$ cat config.mk
export PLATFORM = sky130hd
export DESIGN_NAME = island_bus_decoder
export DESIGN_NICKNAME = d
export VERILOG_FILES = /design/src/island_bus_pkg.sv /design/src/island_bus_decoder.sv
export VERILOG_INCLUDE_DIRS = /design/src
export SDC_FILE = /design/constraint.sdc
export NUM_CORES = 1
export LEC_CHECK = 0
export ABC_AREA = 1
export ABC_CLOCK_PERIOD_IN_PS = 2000
export BUFFER_PORTS_ARGS = -buffer_cell sky130_fd_sc_hd__buf_2
export CORE_AREA = 2 2 66 68
export DETAILED_ROUTE_END_ITERATION = 10
export DIE_AREA = 0 0 68 70
export PLACE_DENSITY = 0.78
export SLEW_MARGIN = 25
export SYNTH_ARGS = -nofsm -noshare
export SYNTH_HDL_FRONTEND = slang
export SYNTH_SLANG_ARGS = --single-unit
$ cat constraint.sdc
create_clock -name vclk -period 2
set_clock_uncertainty 0.05 [all_clocks]
set_input_delay 0.2 -clock vclk [all_inputs]
set_output_delay 0.2 -clock vclk [all_outputs]
set_load 0.03 [all_outputs]
$ cat src/island_consts.svh
/*
 * Safety island constants
 * Bus widths, memory map, bank size and fixed response values
 */

`ifndef ISLAND_CONSTS_SVH
`define ISLAND_CONSTS_SVH

// Bus widths
`define ISLAND_AW   32
`define ISLAND_DW   32
`define ISLAND_SELW 4

// SRAM banks
`define ISLAND_BANK_BYTES 32'h0000_0400
`define ISLAND_BANK0_BASE 32'h0000_0000
`define ISLAND_BANK1_BASE 32'h0000_0400

// Peripheral region, each peripheral spans one range
`define ISLAND_PERIPH_BASE  32'h0020_0000
`define ISLAND_PERIPH_RANGE 32'h0000_1000
`define ISLAND_SOC_CTRL_OFS 32'h0000_0000
`define ISLAND_BOOT_ROM_OFS 32'h0000_1000

`define ISLAND_ROM_WORDS 8
`define ISLAND_ERR_DATA  32'hBADCAB1E

// Core starts just past the ROM vector area
`define ISLAND_BOOT_ADDR_RST (`ISLAND_PERIPH_BASE + `ISLAND_BOOT_ROM_OFS + 32'h0000_0080)

`endif

$ cat src/island_bus_pkg.sv
/*
 * Safety island bus package
 * Target encodings used by the top decoder and the peripheral decoder
 */

package island_bus_pkg;

  // --------------------------------------------------
  // Top-level address decoder targets
  // --------------------------------------------------
  typedef enum logic [1:0] {
    TGT_BANK0  = 2'd0,
    TGT_BANK1  = 2'd1,
    TGT_PERIPH = 2'd2
  } island_target_e;

  // --------------------------------------------------
  // Peripheral region targets
  // --------------------------------------------------
  typedef enum logic [1:0] {
    PER_SOC_CTRL = 2'd0,
    PER_BOOT_ROM = 2'd1,
    PER_ERROR    = 2'd2
  } periph_target_e;

endpackage

$ cat src/island_bus_decoder.sv
/*
 * Top address decoder
 * Steers the Wishbone strobe to a bank or the peripheral region
 * and merges the responses
 */

`include "island_consts.svh"

module island_bus_decoder (
  input  logic                  wb_stb_i,
  input  logic                  wb_cyc_i,
  input  logic [`ISLAND_AW-1:0] wb_adr_i,

  output logic                  bank0_stb_o,
  output logic                  bank1_stb_o,
  output logic                  periph_stb_o,

  input  logic                  bank0_ack_i,
  input  logic                  bank1_ack_i,
  input  logic                  periph_ack_i,
  input  logic                  periph_err_i,

  input  logic [`ISLAND_DW-1:0] bank0_dat_i,
  input  logic [`ISLAND_DW-1:0] bank1_dat_i,
  input  logic [`ISLAND_DW-1:0] periph_dat_i,

  output logic [`ISLAND_DW-1:0] wb_dat_o,
  output logic                  wb_ack_o,
  output logic                  wb_err_o
);

  import island_bus_pkg::*;

  island_target_e target;
  logic           req;

  // --------------------------------------------------
  // Address map
  // --------------------------------------------------
  always_comb begin
    // Default covers the peripherals and every unmapped address
    target = TGT_PERIPH;
    if ((wb_adr_i - `ISLAND_BANK0_BASE) < `ISLAND_BANK_BYTES) begin
      target = TGT_BANK0;
    end else if ((wb_adr_i - `ISLAND_BANK1_BASE) < `ISLAND_BANK_BYTES) begin
      target = TGT_BANK1;
    end
  end

  assign req = wb_cyc_i && wb_stb_i;

  assign bank0_stb_o  = req && (target == TGT_BANK0);
  assign bank1_stb_o  = req && (target == TGT_BANK1);
  assign periph_stb_o = req && (target == TGT_PERIPH);

  // --------------------------------------------------
  // Response merge
  // --------------------------------------------------
  always_comb begin
    if (bank0_ack_i) begin
      wb_dat_o = bank0_dat_i;
    end else if (bank1_ack_i) begin
      wb_dat_o = bank1_dat_i;
    end else begin
      wb_dat_o = periph_dat_i;
    end
  end

  assign wb_ack_o = bank0_ack_i | bank1_ack_i | periph_ack_i;
  assign wb_err_o = periph_err_i;

endmodule

==> impl_metrics.sql <==
INSERT INTO impl_metrics (metric_group, metric, value, unit) VALUES
('sta', 'report.final.setup_viol', '0', ''),
('detailed_routing', 'drtAntennaViolNets', '0', ''),
('sta', 'max-slew-margin-rel', '77.3', '%'),
('clock_network', 'post_cts_hold_buffer_count', '0', ''),
('synth', 'post_synth_num_cell_types', '18', ''),
('sta', 'setup_ws', '0.236', 'ns'),
('grt', 'grt_util_all_layers', '21.8', '%'),
('grt', 'antenna_found_initial', '0', ''),
('sta', 'final_setup_tns', '0', 'ns'),
('place', 'post-place-cells', '459', ''),
('worst_hold_path', 'hold_path_depth', '0', ''),
('floorplan', 'design.die.area', '4760', 'µm²'),
('critical_path', 'crit_fanout', '5', ''),
('cells_and_area', 'ff_latch_area', '0', 'µm²'),
('floorplan', 'die-width', '68', 'µm'),
('grt', 'number_of_global_route_vias_before_repair', '2075', ''),
('cells_and_area', 'layoutNonFillerInstCount', '459', ''),
('floorplan', 'io-pin-count', '171', ''),
('grt', 'grt_max_degree', '21', ''),
('cells_and_area', 'layout.cells.most_common_list', 'buf_2 (159), nand2_1 (66), a21oi_1 (64)', ''),
('detailed_routing', 'drt-total-wl', '5390', 'µm'),
('detailed_routing', 'first_pass_iters', '5', ''),
('detailed_routing', 'post_drt_via_cell_ratio', '4.85', ''),
('sta', 'drv_slew', '0', ''),
('detailed_routing', 'routed_length_per_placed_instance', '11.7', 'µm'),
('sta', 'worst_slew_pin_tran', '0.340', 'ns'),
('synth', 'mappedNetlistNets', '391', ''),
('synth', 'synth.yosys.seq_area_share', '0', '%'),
('floorplan', 'start_util', '27.5', '%'),
('place', 'post_detail_place_hpwl', '4670', 'µm'),
('sta', 'holdWs', '0.350', 'ns'),
('synth', 'synth_area', '1140', 'µm²'),
('critical_path', 'crit_arrival', '1.51', 'ns'),
('cells_and_area', 'layout.cells.most_common', 'buf_2', ''),
('place', 'place_worst_setup_slack', '0.237', 'ns'),
('cells_and_area', 'clockBufferCount', '0', ''),
('sta', 'period_minus_slack', '1.76', 'ns'),
('flow_run', 'maxCapViolations', '0', ''),
('critical_path', 'timing.critical_path.to_type', 'primary output', ''),
('cells_and_area', 'area_growth', '75.7', '%'),
('cells_and_area', 'finish.net_count', '543', ''),
('cells_and_area', 'drive_gt1_share', '44.0', '%'),
('clock_network', 'cts_resized', '0', ''),
('floorplan', 'die_height', '70', 'µm'),
('place', 'postPlaceCellArea', '2000', 'µm²'),
('power_and_ir_drop', 'vdd.ir_drop.worst', '166', 'µV'),
('cells_and_area', 'fin_util', '48.3', '%'),
('synth', 'yosysWarningCount', '0', ''),
('critical_path', 'critPathLaunchType', 'input port', ''),
('power_and_ir_drop', 'pwr_density_cell', '249', 'nW/µm²'),
('detailed_routing', 'remaining_drc_errors', '0', ''),
('cells_and_area', 'antenna_cells', '0', ''),
('floorplan', 'floorplan.rows', '24', ''),
('worst_hold_path', 'timing.hold.worst.start', 'periph_err_i', ''),
('synth', 'synthCells', '257', ''),
('detailed_routing', 'drt-initial-drc-count', '94', ''),
('place', 'gpl.final_weighted_congestion', '0.890', ''),
('critical_path', 'cp_data_required_time', '1.75', 'ns'),
('cells_and_area', 'design_area', '2000', 'µm²'),
('place', 'portBuffers', '159', ''),
('critical_path', 'path_class', 'input port to primary output', ''),
('sta', 'timing.final.crit_share', '88.2', '%'),
('power_and_ir_drop', 'report.power.total', '498', 'µW'),
('grt', 'grt_pass1_wl', '8480', 'µm'),
('grt', 'gr-total-overflow', '0', ''),
('detailed_routing', 'vias', '2224', ''),
('power_and_ir_drop', 'p_leak', '1.14', 'nW'),
('worst_hold_path', 'min_to', 'wb_err_o', ''),
('floorplan', 'coreArea', '4140', 'µm²'),
('cells_and_area', 'seq_cell_count', '0', ''),
('sta', 'max_freq', '567', 'MHz'),
('sta', 'timing.final.hold_violations', '0', ''),
('synth', 'post_synth.cell_area_avg', '4.44', 'µm²'),
('clock_network', 'postCtsSetupRepairBufs', '0', ''),
('sta', 'grt_setup_unrepaired', 'no', ''),
('status', 'outcome', 'complete, no violations', ''),
('worst_hold_path', 'type_of_the_most_critical_hold_path', 'input port to primary output', '');
[per-layer routing]
layer  wire [µm]  share of wire, %  track usage, %  up-vias
met2        2640                49            40.6      105
met5           0                 0               0        -
met1        2080                39            24.3      981
met3         540                10            4.83       14
met4         122               2.3            4.44        0
li1            -                 -               -     1124
[worst max-delay path: stages]
cell and delay [ns]:
buf_2 0.12, nor2_2 0.15, nand2_1 0.11, nor2_4 0.15
nand2_2 0.07, nand2_1 0.06, nand3b_1 0.08, nor2_1 0.10
nand3_1 0.11, nor3_2 0.15, buf_2 0.21
[worst max-delay path by stage]
stage                      start      endpoint  slack, ns  depth (start not counted)
floorplan           wb_adr_i[20]   bank1_stb_o       0.40                          7
global placement    wb_adr_i[16]   bank1_stb_o       0.25                         11
detailed placement  wb_adr_i[16]   bank1_stb_o       0.24                         11
CTS                 wb_adr_i[16]   bank1_stb_o       0.23                         11
global route        wb_adr_i[16]  periph_stb_o       0.02                         12
finish              wb_adr_i[16]   bank1_stb_o       0.24                         11
[cells in the mapped netlist (all sizes together)]
master  instances  area, µm²
nand3b          2       15.0
nor3b           1       7.51
nand3          13       65.1
buf             3       15.0
nand2          69        267
nor3            1       10.0
nor2           70        293
and2            1       7.51
xor2            2       17.5
clkbuf         12       45.0
inv            17       63.8
a21boi          1       7.51
a21oi          64        320
or2             1       6.26
[power by group]
group | switching (mW) | internal, mW | total, mW
Clock | 0 | 0 | 0
Sequential | 0 | 0 | 0
Combinational | 0.305 | 0.194 | 0.498
[cell families after synthesis]
family / after synthesis / synth area share [%]
AND/OR/NAND/NOR: 158 / 58.8
AO/OA/AOI/OAI: 65 / 28.8
buffers and inverters: 32 / 10.9
XOR/XNOR: 2 / 1.54
[cell type report]
| class | count | area, µm² |
|---|---|---|
| fill | 469 | 2140 |
| inverter | 17 | 63.8 |
| multi-input combinational | 225 | 1020 |
| tap | 52 | 65.1 |
| timing repair buffer | 165 | 853 |
(Power assumes the default switching activity.)
