## config.mk

```make
export PLATFORM = sky130hd
export DESIGN_NAME = island_periph_demux
export DESIGN_NICKNAME = d
export VERILOG_FILES = /design/src/island_bus_pkg.sv /design/src/island_ctrl_pkg.sv /design/src/island_boot_rom.sv /design/src/island_periph_demux.sv /design/src/island_soc_ctrl.sv
export VERILOG_INCLUDE_DIRS = /design/src
export SDC_FILE = /design/constraint.sdc
export NUM_CORES = 1
export LEC_CHECK = 0
export BUFFER_PORTS_ARGS = -buffer_cell sky130_fd_sc_hd__buf_4
export CORE_ASPECT_RATIO = 1.1
export CORE_MARGIN = 3
export CORE_UTILIZATION = 54
export CTS_CLUSTER_DIAMETER = 30
export CTS_CLUSTER_SIZE = 25
export DETAILED_ROUTE_END_ITERATION = 7
export PLACE_DENSITY = 0.86
export SKIP_LAST_GASP = 1
export SLEW_MARGIN = 20
export SYNTH_ARGS = -nofsm -noshare
export SYNTH_HDL_FRONTEND = slang
export SYNTH_SLANG_ARGS = --single-unit
```

## constraint.sdc

```tcl
create_clock -name clk_i -period 4.85 [get_ports clk_i]
set_input_delay 0.485 -clock clk_i [delete_from_list [all_inputs] [get_ports clk_i]]
set_output_delay 0.485 -clock clk_i [all_outputs]
set_load 0.1 [all_outputs]
```

## src/island_consts.svh

```systemverilog
/*
 * Safety island constants
 * Bus widths, memory map, bank size and fixed response values
 */

`ifndef ISLAND_CONSTS_SVH
`define ISLAND_CONSTS_SVH

// Bus widths
`define ISLAND_AW   32
`define ISLAND_DW   32
`define ISLAND_SELW 4

// SRAM banks
`define ISLAND_BANK_BYTES 32'h0000_0400
`define ISLAND_BANK0_BASE 32'h0000_0000
`define ISLAND_BANK1_BASE 32'h0000_0400

// Peripheral region, each peripheral spans one range
`define ISLAND_PERIPH_BASE  32'h0020_0000
`define ISLAND_PERIPH_RANGE 32'h0000_1000
`define ISLAND_SOC_CTRL_OFS 32'h0000_0000
`define ISLAND_BOOT_ROM_OFS 32'h0000_1000

`define ISLAND_ROM_WORDS 8
`define ISLAND_ERR_DATA  32'hBADCAB1E

// Core starts just past the ROM vector area
`define ISLAND_BOOT_ADDR_RST (`ISLAND_PERIPH_BASE + `ISLAND_BOOT_ROM_OFS + 32'h0000_0080)

`endif

```

## src/island_bus_pkg.sv

```systemverilog
/*
 * Safety island bus package
 * Target encodings used by the top decoder and the peripheral decoder
 */

package island_bus_pkg;

  // --------------------------------------------------
  // Top-level address decoder targets
  // --------------------------------------------------
  typedef enum logic [1:0] {
    TGT_BANK0  = 2'd0,
    TGT_BANK1  = 2'd1,
    TGT_PERIPH = 2'd2
  } island_target_e;

  // --------------------------------------------------
  // Peripheral region targets
  // --------------------------------------------------
  typedef enum logic [1:0] {
    PER_SOC_CTRL = 2'd0,
    PER_BOOT_ROM = 2'd1,
    PER_ERROR    = 2'd2
  } periph_target_e;

endpackage

```

## src/island_ctrl_pkg.sv

```systemverilog
/*
 * Safety island control package
 * Boot modes, SoC control register offsets and the boot ROM image
 */

`include "island_consts.svh"

package island_ctrl_pkg;

  typedef enum logic [1:0] {
    BOOT_JTAG    = 2'd0,
    BOOT_PRELOAD = 2'd1,
    BOOT_SPI     = 2'd2
  } bootmode_e;

  // Byte offsets inside the SoC control block
  typedef enum logic [3:0] {
    REG_FETCHEN  = 4'h0,
    REG_BOOTADDR = 4'h4,
    REG_BOOTMODE = 4'h8
  } soc_reg_e;

  // Boot stub: load the entry point from word 7 and jump there
  localparam logic [31:0] BOOT_ROM_IMAGE [`ISLAND_ROM_WORDS] = '{
    32'h0000_0297,  // auipc t0, 0
    32'h01c2_8293,  // addi  t0, t0, 0x1c
    32'h0002_a303,  // lw    t1, 0(t0)
    32'h0003_0067,  // jr    t1
    32'h1050_0073,  // wfi
    32'h0000_006f,  // j     .
    32'h0000_0013,  // nop
    32'h0000_0000   // entry point, start of bank 0
  };

endpackage

```

## src/island_boot_rom.sv

```systemverilog
/*
 * Boot ROM
 * Serves the fixed boot image, writes are acknowledged and dropped
 */

`include "island_consts.svh"

module island_boot_rom (
  input  logic                  clk_i,
  input  logic                  rst_ni,
  input  logic                  stb_i,
  input  logic [`ISLAND_AW-1:0] adr_i,
  output logic [`ISLAND_DW-1:0] dat_o,
  output logic                  ack_o
);

  import island_ctrl_pkg::*;

  logic [9:0]            word_idx;
  logic [`ISLAND_DW-1:0] rom_word;
  logic [`ISLAND_DW-1:0] dat_q;
  logic                  ack_q;

  assign word_idx = adr_i[11:2];

  // Anything past the image reads as zero
  always_comb begin
    rom_word = '0;
    if (word_idx < `ISLAND_ROM_WORDS) begin
      rom_word = BOOT_ROM_IMAGE[word_idx[$clog2(`ISLAND_ROM_WORDS)-1:0]];
    end
  end

  always_ff @(posedge clk_i or negedge rst_ni) begin : proc_ack
    if (!rst_ni) begin
      ack_q <= 1'b0;
    end else begin
      ack_q <= stb_i && !ack_q;
    end
  end

  always_ff @(posedge clk_i) begin : proc_rdata
    if (stb_i && !ack_q) begin
      dat_q <= rom_word;
    end
  end

  assign dat_o = dat_q;
  assign ack_o = ack_q;

endmodule

```

## src/island_periph_demux.sv

```systemverilog
/*
 * Peripheral region decoder
 * Routes to SoC control or boot ROM, everything else hits the error responder
 */

`include "island_consts.svh"

module island_periph_demux (
  input  logic                       clk_i,
  input  logic                       rst_ni,
  input  logic                       stb_i,
  input  logic                       we_i,
  input  logic [`ISLAND_SELW-1:0]    sel_i,
  input  logic [`ISLAND_AW-1:0]      adr_i,
  input  logic [`ISLAND_DW-1:0]      dat_i,
  output logic [`ISLAND_DW-1:0]      dat_o,
  output logic                       ack_o,
  output logic                       err_o,
  input  island_ctrl_pkg::bootmode_e bootmode_i,
  input  logic                       fetch_enable_selector_i,
  input  logic                       fetch_enable_i,
  output logic                       fetch_enable_o,
  output logic [`ISLAND_AW-1:0]      boot_addr_o
);

  import island_bus_pkg::*;

  periph_target_e        per_sel;
  logic                  soc_stb, rom_stb, err_stb;
  logic                  soc_ack, rom_ack;
  logic [`ISLAND_DW-1:0] soc_dat, rom_dat;
  logic                  err_q;

  // Full address compare, the region below the periph base lands here too
  always_comb begin
    per_sel = PER_ERROR;
    if ((adr_i - (`ISLAND_PERIPH_BASE + `ISLAND_SOC_CTRL_OFS)) < `ISLAND_PERIPH_RANGE) begin
      per_sel = PER_SOC_CTRL;
    end else if ((adr_i - (`ISLAND_PERIPH_BASE + `ISLAND_BOOT_ROM_OFS)) <
                 `ISLAND_PERIPH_RANGE) begin
      per_sel = PER_BOOT_ROM;
    end
  end

  assign soc_stb = stb_i && (per_sel == PER_SOC_CTRL);
  assign rom_stb = stb_i && (per_sel == PER_BOOT_ROM);
  assign err_stb = stb_i && (per_sel == PER_ERROR);

  island_soc_ctrl i_soc_ctrl (
    .clk_i,
    .rst_ni,
    .stb_i                   ( soc_stb ),
    .we_i,
    .sel_i,
    .adr_i,
    .dat_i,
    .dat_o                   ( soc_dat ),
    .ack_o                   ( soc_ack ),
    .bootmode_i,
    .fetch_enable_selector_i,
    .fetch_enable_i,
    .fetch_enable_o,
    .boot_addr_o
  );

  island_boot_rom i_boot_rom (
    .clk_i,
    .rst_ni,
    .stb_i ( rom_stb ),
    .adr_i,
    .dat_o ( rom_dat ),
    .ack_o ( rom_ack )
  );

  // Error responder, one err pulse per request
  always_ff @(posedge clk_i or negedge rst_ni) begin : proc_err
    if (!rst_ni) begin
      err_q <= 1'b0;
    end else begin
      err_q <= err_stb && !err_q;
    end
  end

  always_comb begin
    if (soc_ack) begin
      dat_o = soc_dat;
    end else if (rom_ack) begin
      dat_o = rom_dat;
    end else begin
      dat_o = `ISLAND_ERR_DATA;
    end
  end

  assign ack_o = soc_ack | rom_ack;
  assign err_o = err_q;

endmodule

```

## src/island_soc_ctrl.sv

```systemverilog
/*
 * SoC control registers
 * Fetch enable with hardware override, boot address and boot mode status
 */

`include "island_consts.svh"

module island_soc_ctrl (
  input  logic                       clk_i,
  input  logic                       rst_ni,
  input  logic                       stb_i,
  input  logic                       we_i,
  input  logic [`ISLAND_SELW-1:0]    sel_i,
  input  logic [`ISLAND_AW-1:0]      adr_i,
  input  logic [`ISLAND_DW-1:0]      dat_i,
  output logic [`ISLAND_DW-1:0]      dat_o,
  output logic                       ack_o,
  input  island_ctrl_pkg::bootmode_e bootmode_i,
  input  logic                       fetch_enable_selector_i,
  input  logic                       fetch_enable_i,
  output logic                       fetch_enable_o,
  output logic [`ISLAND_AW-1:0]      boot_addr_o
);

  import island_ctrl_pkg::*;

  logic                  access;
  logic                  reg_hit;
  soc_reg_e              reg_ofs;
  logic                  fetchen_q;
  logic [`ISLAND_AW-1:0] boot_addr_q;
  logic [`ISLAND_DW-1:0] rdata;
  logic [`ISLAND_DW-1:0] dat_q;
  logic                  ack_q;

  assign access  = stb_i && !ack_q;
  // Registers live in the first 16 bytes of the block
  assign reg_hit = (adr_i[11:4] == '0);
  assign reg_ofs = soc_reg_e'(adr_i[3:0]);

  // --------------------------------------------------
  // Read mux
  // --------------------------------------------------
  always_comb begin
    rdata = '0;
    if (reg_hit) begin
      case (reg_ofs)
        REG_FETCHEN:  rdata = {{(`ISLAND_DW-1){1'b0}}, fetchen_q};
        REG_BOOTADDR: rdata = boot_addr_q;
        REG_BOOTMODE: rdata = {{(`ISLAND_DW-2){1'b0}}, bootmode_i};
        default:      rdata = '0;
      endcase
    end
  end

  // --------------------------------------------------
  // Writable registers
  // --------------------------------------------------
  always_ff @(posedge clk_i or negedge rst_ni) begin : proc_regs
    if (!rst_ni) begin
      ack_q       <= 1'b0;
      fetchen_q   <= 1'b0;
      boot_addr_q <= `ISLAND_BOOT_ADDR_RST;
    end else begin
      ack_q <= access;
      if (access && we_i && reg_hit) begin
        if (reg_ofs == REG_FETCHEN && sel_i[0]) begin
          fetchen_q <= dat_i[0];
        end
        if (reg_ofs == REG_BOOTADDR) begin
          for (int i = 0; i < `ISLAND_SELW; i++) begin
            if (sel_i[i]) begin
              boot_addr_q[8*i +: 8] <= dat_i[8*i +: 8];
            end
          end
        end
      end
    end
  end

  always_ff @(posedge clk_i) begin : proc_rdata
    if (access && !we_i) begin
      dat_q <= rdata;
    end
  end

  assign dat_o = dat_q;
  assign ack_o = ack_q;

  // Hardware selector takes over the fetch enable
  assign fetch_enable_o = fetch_enable_selector_i ? fetch_enable_i : fetchen_q;
  assign boot_addr_o    = boot_addr_q;

endmodule

```

==> results.yml, run 1 <==
status:
  status: "finished, final reports clean"
power_and_ir_drop:
  powerDensity_nw_per_um2: 263
  ir_worst_vdd_mv: 0.246
  total_power_mw: 1.41
  p_leak_nw: 2.43
floorplan:
  start_util: 0.560
  io_pins: 143
  rows: 32
  die_h_microns: 95.9
  core_sq_um: 7090
  dieArea_sq_um: 8420
  die_w_microns: 87.8
clocking:
  cts_resized: 0
  clock_sinks: 82
  post_cts_buffers: 0
  clockBufferDepth: 2
  cts_tree: "built"
  cts-root-buf: "clkbuf_8"
  h-tree-depth: 3
  clk_pin_slew_ns: 0.08
  cts_hold_buf: 0
  cts_buffers: 9
  clock_latency_ns: 0.35
finish:
  drive_gt1_frac: 0.447
  final_nets: 549
  fin_cells: 555
  syn2layout_area_growth_pct: 35.3
  regArea_sq_um: 2290
  multi_input_area_sq_um: 1580
  fill_cells: 477
  diodes: 0
  final_area_sq_um: 5370
route:
  wire_per_inst_microns: 16.9
  drt_iter0_markers: 113
  vias: 2972
  route.met3.wl_microns: 478
  drt-met1-wl_microns: 3650
  drc: 0
  dr.pass1.iters: 4
  vias_per_cell: 5.35
  ant_nets: 0
  met2_length_microns: 4990
  drt_wl_total_microns: 9380
  maxUsedRoutingLayer: "met4"
synthesis:
  netlist_area_sq_um: 3970
  yosysSeqAreaShare: 0.576
  synth_top_area_share: 0.348
  ys_types: 47
  synth_common_cells: "edfxtp_1 (46), and2_1 (36), dfrtp_1 (33), mux2_2 (33)"
  synth_top_area_cell: "edfxtp_1"
  ys_ff_latch: 82
  synth-edff-count: 46
  synth.area.top_cells: "edfxtp_1 (35%), dfrtp_1 (21%), mux2_2 (9.4%)"
  synth_nets: 404
  yosysWarnings: 0
  async_flop_share: 0.439
  avgSynthCellArea_sq_um: 12.4
  ys.flop_type: "edfxtp_1"
  synthCells: 320
  synth.most_common_cell: "edfxtp_1"
grt:
  antenna_found_initial: 0
  grt_overflow: 0
  grt_first_pass_wirelength_microns: 14300
  grt_max_degree: 38
  globalRouteTotalUtil: 0.225
  grt_pass1_vias: 3066
timing:
  worst_pin_slew_ns: 1.11
  finalWorstSetupSlack_ns: 1.84
  fin_tns_setup_ns: 0
  relSlewSlack: 0.257
  timing.final.crit_share: 0.621
  fin_skew_ns: 0.00750
  rsz0062_at_grt: "no"
  period_needed_ns: 3.01
  slew_viol_final: 0
  setup-violations-final: 0
  hold_violations: 0
  fmax_ghz: 0.332
worst_setup_path:
  critPathCaptureType: "flip-flop"
  r2r-start: "i_soc_ctrl.ack_o$_DFF_PN0_"
  path_buf_inv: 2
  slowest_stage: "xnor2_1"
  startpoint_type: "input port"
  cp_max_fo: 15
  crit_type: "in2reg"
  reg2reg_depth: 5
  slowest_delay_ns: 0.87
  r2r-end: "i_soc_ctrl.boot_addr_o[30]$_DFFE_PN0P_"
  crit_chain: "buf_4 -> inv_1 -> ha_1 -> nand3_1 -> xnor2_1 -> o31ai_1 -> nor3_2"
  required_ns: 4.82
  rrSetupSlack_ns: 2.36
  path_delay_family: "simple AND/OR/NAND/NOR gates"
  arrival_ns: 2.98
placement:
  placed_area_sq_um: 5130
  place.gp.congestion: 0.866
  post-place-ws_ns: 1.45
  dp_cells: 539
  dpl.hpwl_microns: 6930
  portBuffers: 142
flow_run:
  maxCapViolCount: 0
worst_hold_path:
  hold_path.class: "in2async"
[power breakdown]
group / leakage [nW] / total [mW] / internal [mW] / switching, mW
Sequential: 0.948 / 0.731 / 0.730 / 0.000357
Clock: 0.118 / 0.584 / 0.343 / 0.241
Combinational: 1.37 / 0.0991 / 0.0513 / 0.0479
[layout make-up]
class | count | share of cell area
Multi-Input combinational cell | 207 | 0.294
Timing Repair Buffer | 145 | 0.203
Clock inverter | 5 | 0.0193
Tap cell | 85 | 0.0198
Inverter | 20 | 0.0140
Sequential cell | 82 | 0.426
Clock buffer | 11 | 0.0245
[per-layer routing]
layer	vias to the layer above	global-route usage
met2	105	0.401
met1	1405	0.259
met4	0	0.102
met5	-	0
li1	1441	-
met3	21	0.0454
[worst register-to-register path, cell delays in order (launching register included)]
cell	delay [ns]
dfrtp_2	0.65
nand3b_1	0.31
nor4_2	0.30
nand2_1	0.16
nor4_4	0.56
mux2_2	0.42
[cell usage in the layout, fill, tap and decap left out, types with 3 or more instances in the layout]
cell	synthesis	final
bufinv_16	0	3
or3_1	4	4
mux2_2	33	33
nor3_2	1	3
edfxtp_1	46	46
dfrtp_1	33	32
a21oi_1	13	13
and3_1	5	5
nand2_1	21	21
or4_1	3	3
and2_1	36	36
ha_1	8	8
nor2_1	21	21
nor3_1	6	4
nand3_1	4	4
buf_4	0	145
xnor2_1	3	3
nor4_1	4	4
clkbuf_8	0	9
a22o_1	7	7
inv_1	19	19
nor4_4	4	4
dfstp_2	3	3
[through the flow]
step	utilization	hold slack [ns]
global route	0.758	0.109
global placement	0.725	0.423
CTS	0.758	0.101
floorplan	-	0.189
finish	0.758	0.0904
detailed placement	0.725	0.445
[cell families (layout without fill, tap and decap cells)]
logic type      Yosys count  in the layout  synth area share
fa+ha+maj                 8              8            0.0252
flops                    82             82             0.576
xor+xnor                  3              3           0.00662
simple gates            127            127             0.200
compound gates           34             34            0.0640
mux                      35             35            0.0989
buf+inv                  31            181            0.0293
[registers in the layout, summed over array words and instances, names as in the netlist]
signal,count
i_boot_rom.dat_o,14
i_soc_ctrl.boot_addr_o,32
i_soc_ctrl.dat_o,32
i_soc_ctrl.ack_o,1
i_soc_ctrl.fetchen_q,1
i_boot_rom.ack_o,1
err_o,1
[worst max-delay path by stage]
stage	startpoint	endpoint	slack, ns	depth (start not counted)
2_1_floorplan	adr_i[19]	i_soc_ctrl.dat_o[0]$_SDFFCE_PP0P_	0.24	5
3_3_place_gp	adr_i[22]	i_boot_rom.dat_o[1]$_SDFFCE_PP0P_	1.61	7
3_5_place_dp	adr_i[22]	i_boot_rom.dat_o[1]$_SDFFCE_PP0P_	1.45	7
4_1_cts	adr_i[22]	i_boot_rom.dat_o[17]$_SDFFCE_PP0P_	1.83	7
5_1_grt	adr_i[22]	i_boot_rom.dat_o[1]$_SDFFCE_PP0P_	1.56	7
6_report	adr_i[22]	i_boot_rom.dat_o[17]$_SDFFCE_PP0P_	1.84	7
Note: power is estimated with default switching activity, not from simulation.
==> run 2: changes to the inputs <==
- CORE_UTILIZATION: 54 -> 45
- PLACE_DENSITY: 0.86 -> 0.76
- clock period: 4.85 -> 2.5 ns (I/O delays scaled with it)
==> run 2 against run 1 <==
Clock skew increased by 0.0044 ns. Routed wire length fell by 0.69%. First-iteration DRC count shrank 5.3%. Global-route usage shrank 3.2 points. Worst setup slack got worse by 1.7 ns. Critical path depth shrank 3. Final area grew 4.8%. Final cell count increased by 7.4%. Sequential share of layout area shrank 2.0 points. Worst hold slack better by 0.040 ns. Via count is 1.9% higher. Register-to-register slack worse by 1.7 ns.
==> results.yml, run 2 (synthesis results as in run 1) <==
timing:
  fin_tns_setup_ns: 0
  slew_viol_final: 0
  timing.final.crit_share: 0.955
  period_needed_ns: 2.39
  setup-violations-final: 0
  fmax_ghz: 0.419
  worst_pin_slew_ns: 0.690
  holdWs_ns: 0.130
  rsz0062_at_grt: "no"
  hold_violations: 0
  relSlewSlack: 0.539
  fin_skew_ns: 0.0119
finish:
  final_common_cell: "buf_4"
  fill_cells: 676
  drive_gt1_frac: 0.509
  diodes: 0
  layout_common_cells: "buf_4 (154), edfxtp_1 (46), and2_1 (36)"
  fin_cells: 596
  syn2layout_area_growth_pct: 41.7
  final_nets: 564
  post-route-util: 0.662
worst_setup_path:
  critPathCaptureType: "output port"
  crit_type: "reg2out"
  required_ns: 2.25
  arrival_ns: 2.14
  cp_max_fo: 36
  startpoint_type: "flip-flop"
grt:
  grt_overflow: 0
  antenna_found_initial: 0
  grt_first_pass_wirelength_microns: 15000
  grt_max_degree: 37
  globalRouteTotalUtil: 0.193
  grt_pass1_vias: 3029
power_and_ir_drop:
  powerDensity_nw_per_um2: 445
  p_leak_nw: 2.50
  ir_worst_vdd_mv: 0.281
  total_power_mw: 2.51
clocking:
  cts_hold_buf: 1
  cts-root-buf: "clkbuf_8"
  h-tree-depth: 3
  post_cts_buffers: 0
  clockBufferDepth: 2
  cts_resized: 0
  clock_latency_ns: 0.34
  cts_buffers: 9
  cts_tree: "built"
  clk_pin_slew_ns: 0.09
  clock_sinks: 82
route:
  vias_per_cell: 5.08
  vias: 3027
  drt_iter0_markers: 107
  drt_wl_total_microns: 9310
  ant_nets: 0
  wire_per_inst_microns: 15.6
  drc: 0
  dr.pass1.iters: 4
floorplan:
  die_h_microns: 105
  dieArea_sq_um: 9990
  die_w_microns: 95.6
  start_util: 0.467
  io_pins: 143
  rows: 35
  core_sq_um: 8500
placement:
  dp_cells: 579
  place.gp.congestion: 0.874
  portBuffers: 142
  dpl.hpwl_microns: 7080
flow_run:
  maxCapViolCount: 0
status:
  status: "finished, final reports clean"
worst_hold_path:
  hold_path.class: "in2reg"
[run 2: metrics by stage]
stage	setup WS (ns)	area, sq um
floorplan	-0.401	4080
CTS	0.106	5630
finish	0.112	5630
global placement	0.0226	5430
detailed placement	-0.0416	5430
global route	0.000594	5630
[run 2: worst max-delay path, cell delays in order, from the launching register on]
cell,delay (ns)
dfrtp_1,0.38
buf_4,0.26
nor2b_1,0.60
a22o_1,0.26
buf_4,0.30
[run 2: power breakdown]
group          switching (mW)  internal [mW]  leakage [nW]
combinational          0.0949          0.107          1.46
sequential           0.000619           1.42         0.950
clock                   0.489          0.399        0.0937
total                   0.584           1.92          2.50
[run 2: metal layers]
| metal | part of all wire | up-vias | GRT usage | routed length, microns |
|---|---|---|---|---|
| met5 | 0 | - | 0 | 0 |
| met4 | 0.014 | 0 | 0.0589 | 129 |
| met3 | 0.057 | 11 | 0.0326 | 531 |
| met2 | 0.54 | 87 | 0.338 | 5060 |
| met1 | 0.39 | 1453 | 0.240 | 3590 |
| li1 | - | 1476 | - | - |
[run 2: cell type report]
cell class | count | area [sq um] | area share
Timing Repair Buffer | 160 | 1270 | 0.225
Inverter | 20 | 75.1 | 0.0133
Multi-Input combinational cell | 207 | 1680 | 0.298
Clock buffer | 10 | 138 | 0.0245
Tap cell | 111 | 139 | 0.0247
Sequential cell | 82 | 2290 | 0.406
Clock inverter | 6 | 47.5 | 0.00845
[run 2: final timing paths]
path,start,end,slack (ns),cells after the start
worst min register to register,err_o$_DFF_PN0_,err_o$_DFF_PN0_,0.44,1
worst max-delay path,i_soc_ctrl.ack_o$_DFF_PN0_,dat_o[5],0.11,4
worst max register to register,i_soc_ctrl.ack_o$_DFF_PN0_,i_soc_ctrl.boot_addr_o[9]$_DFFE_PN0P_,0.63,6
max in group asynchronous,rst_ni,i_soc_ctrl.boot_addr_o[7]$_DFFE_PN1P_,1.72,2
worst min-delay path,dat_i[16],i_soc_ctrl.boot_addr_o[16]$_DFFE_PN0P_,0.13,2
min in group asynchronous,rst_ni,i_soc_ctrl.boot_addr_o[26]$_DFFE_PN0P_,0.41,2
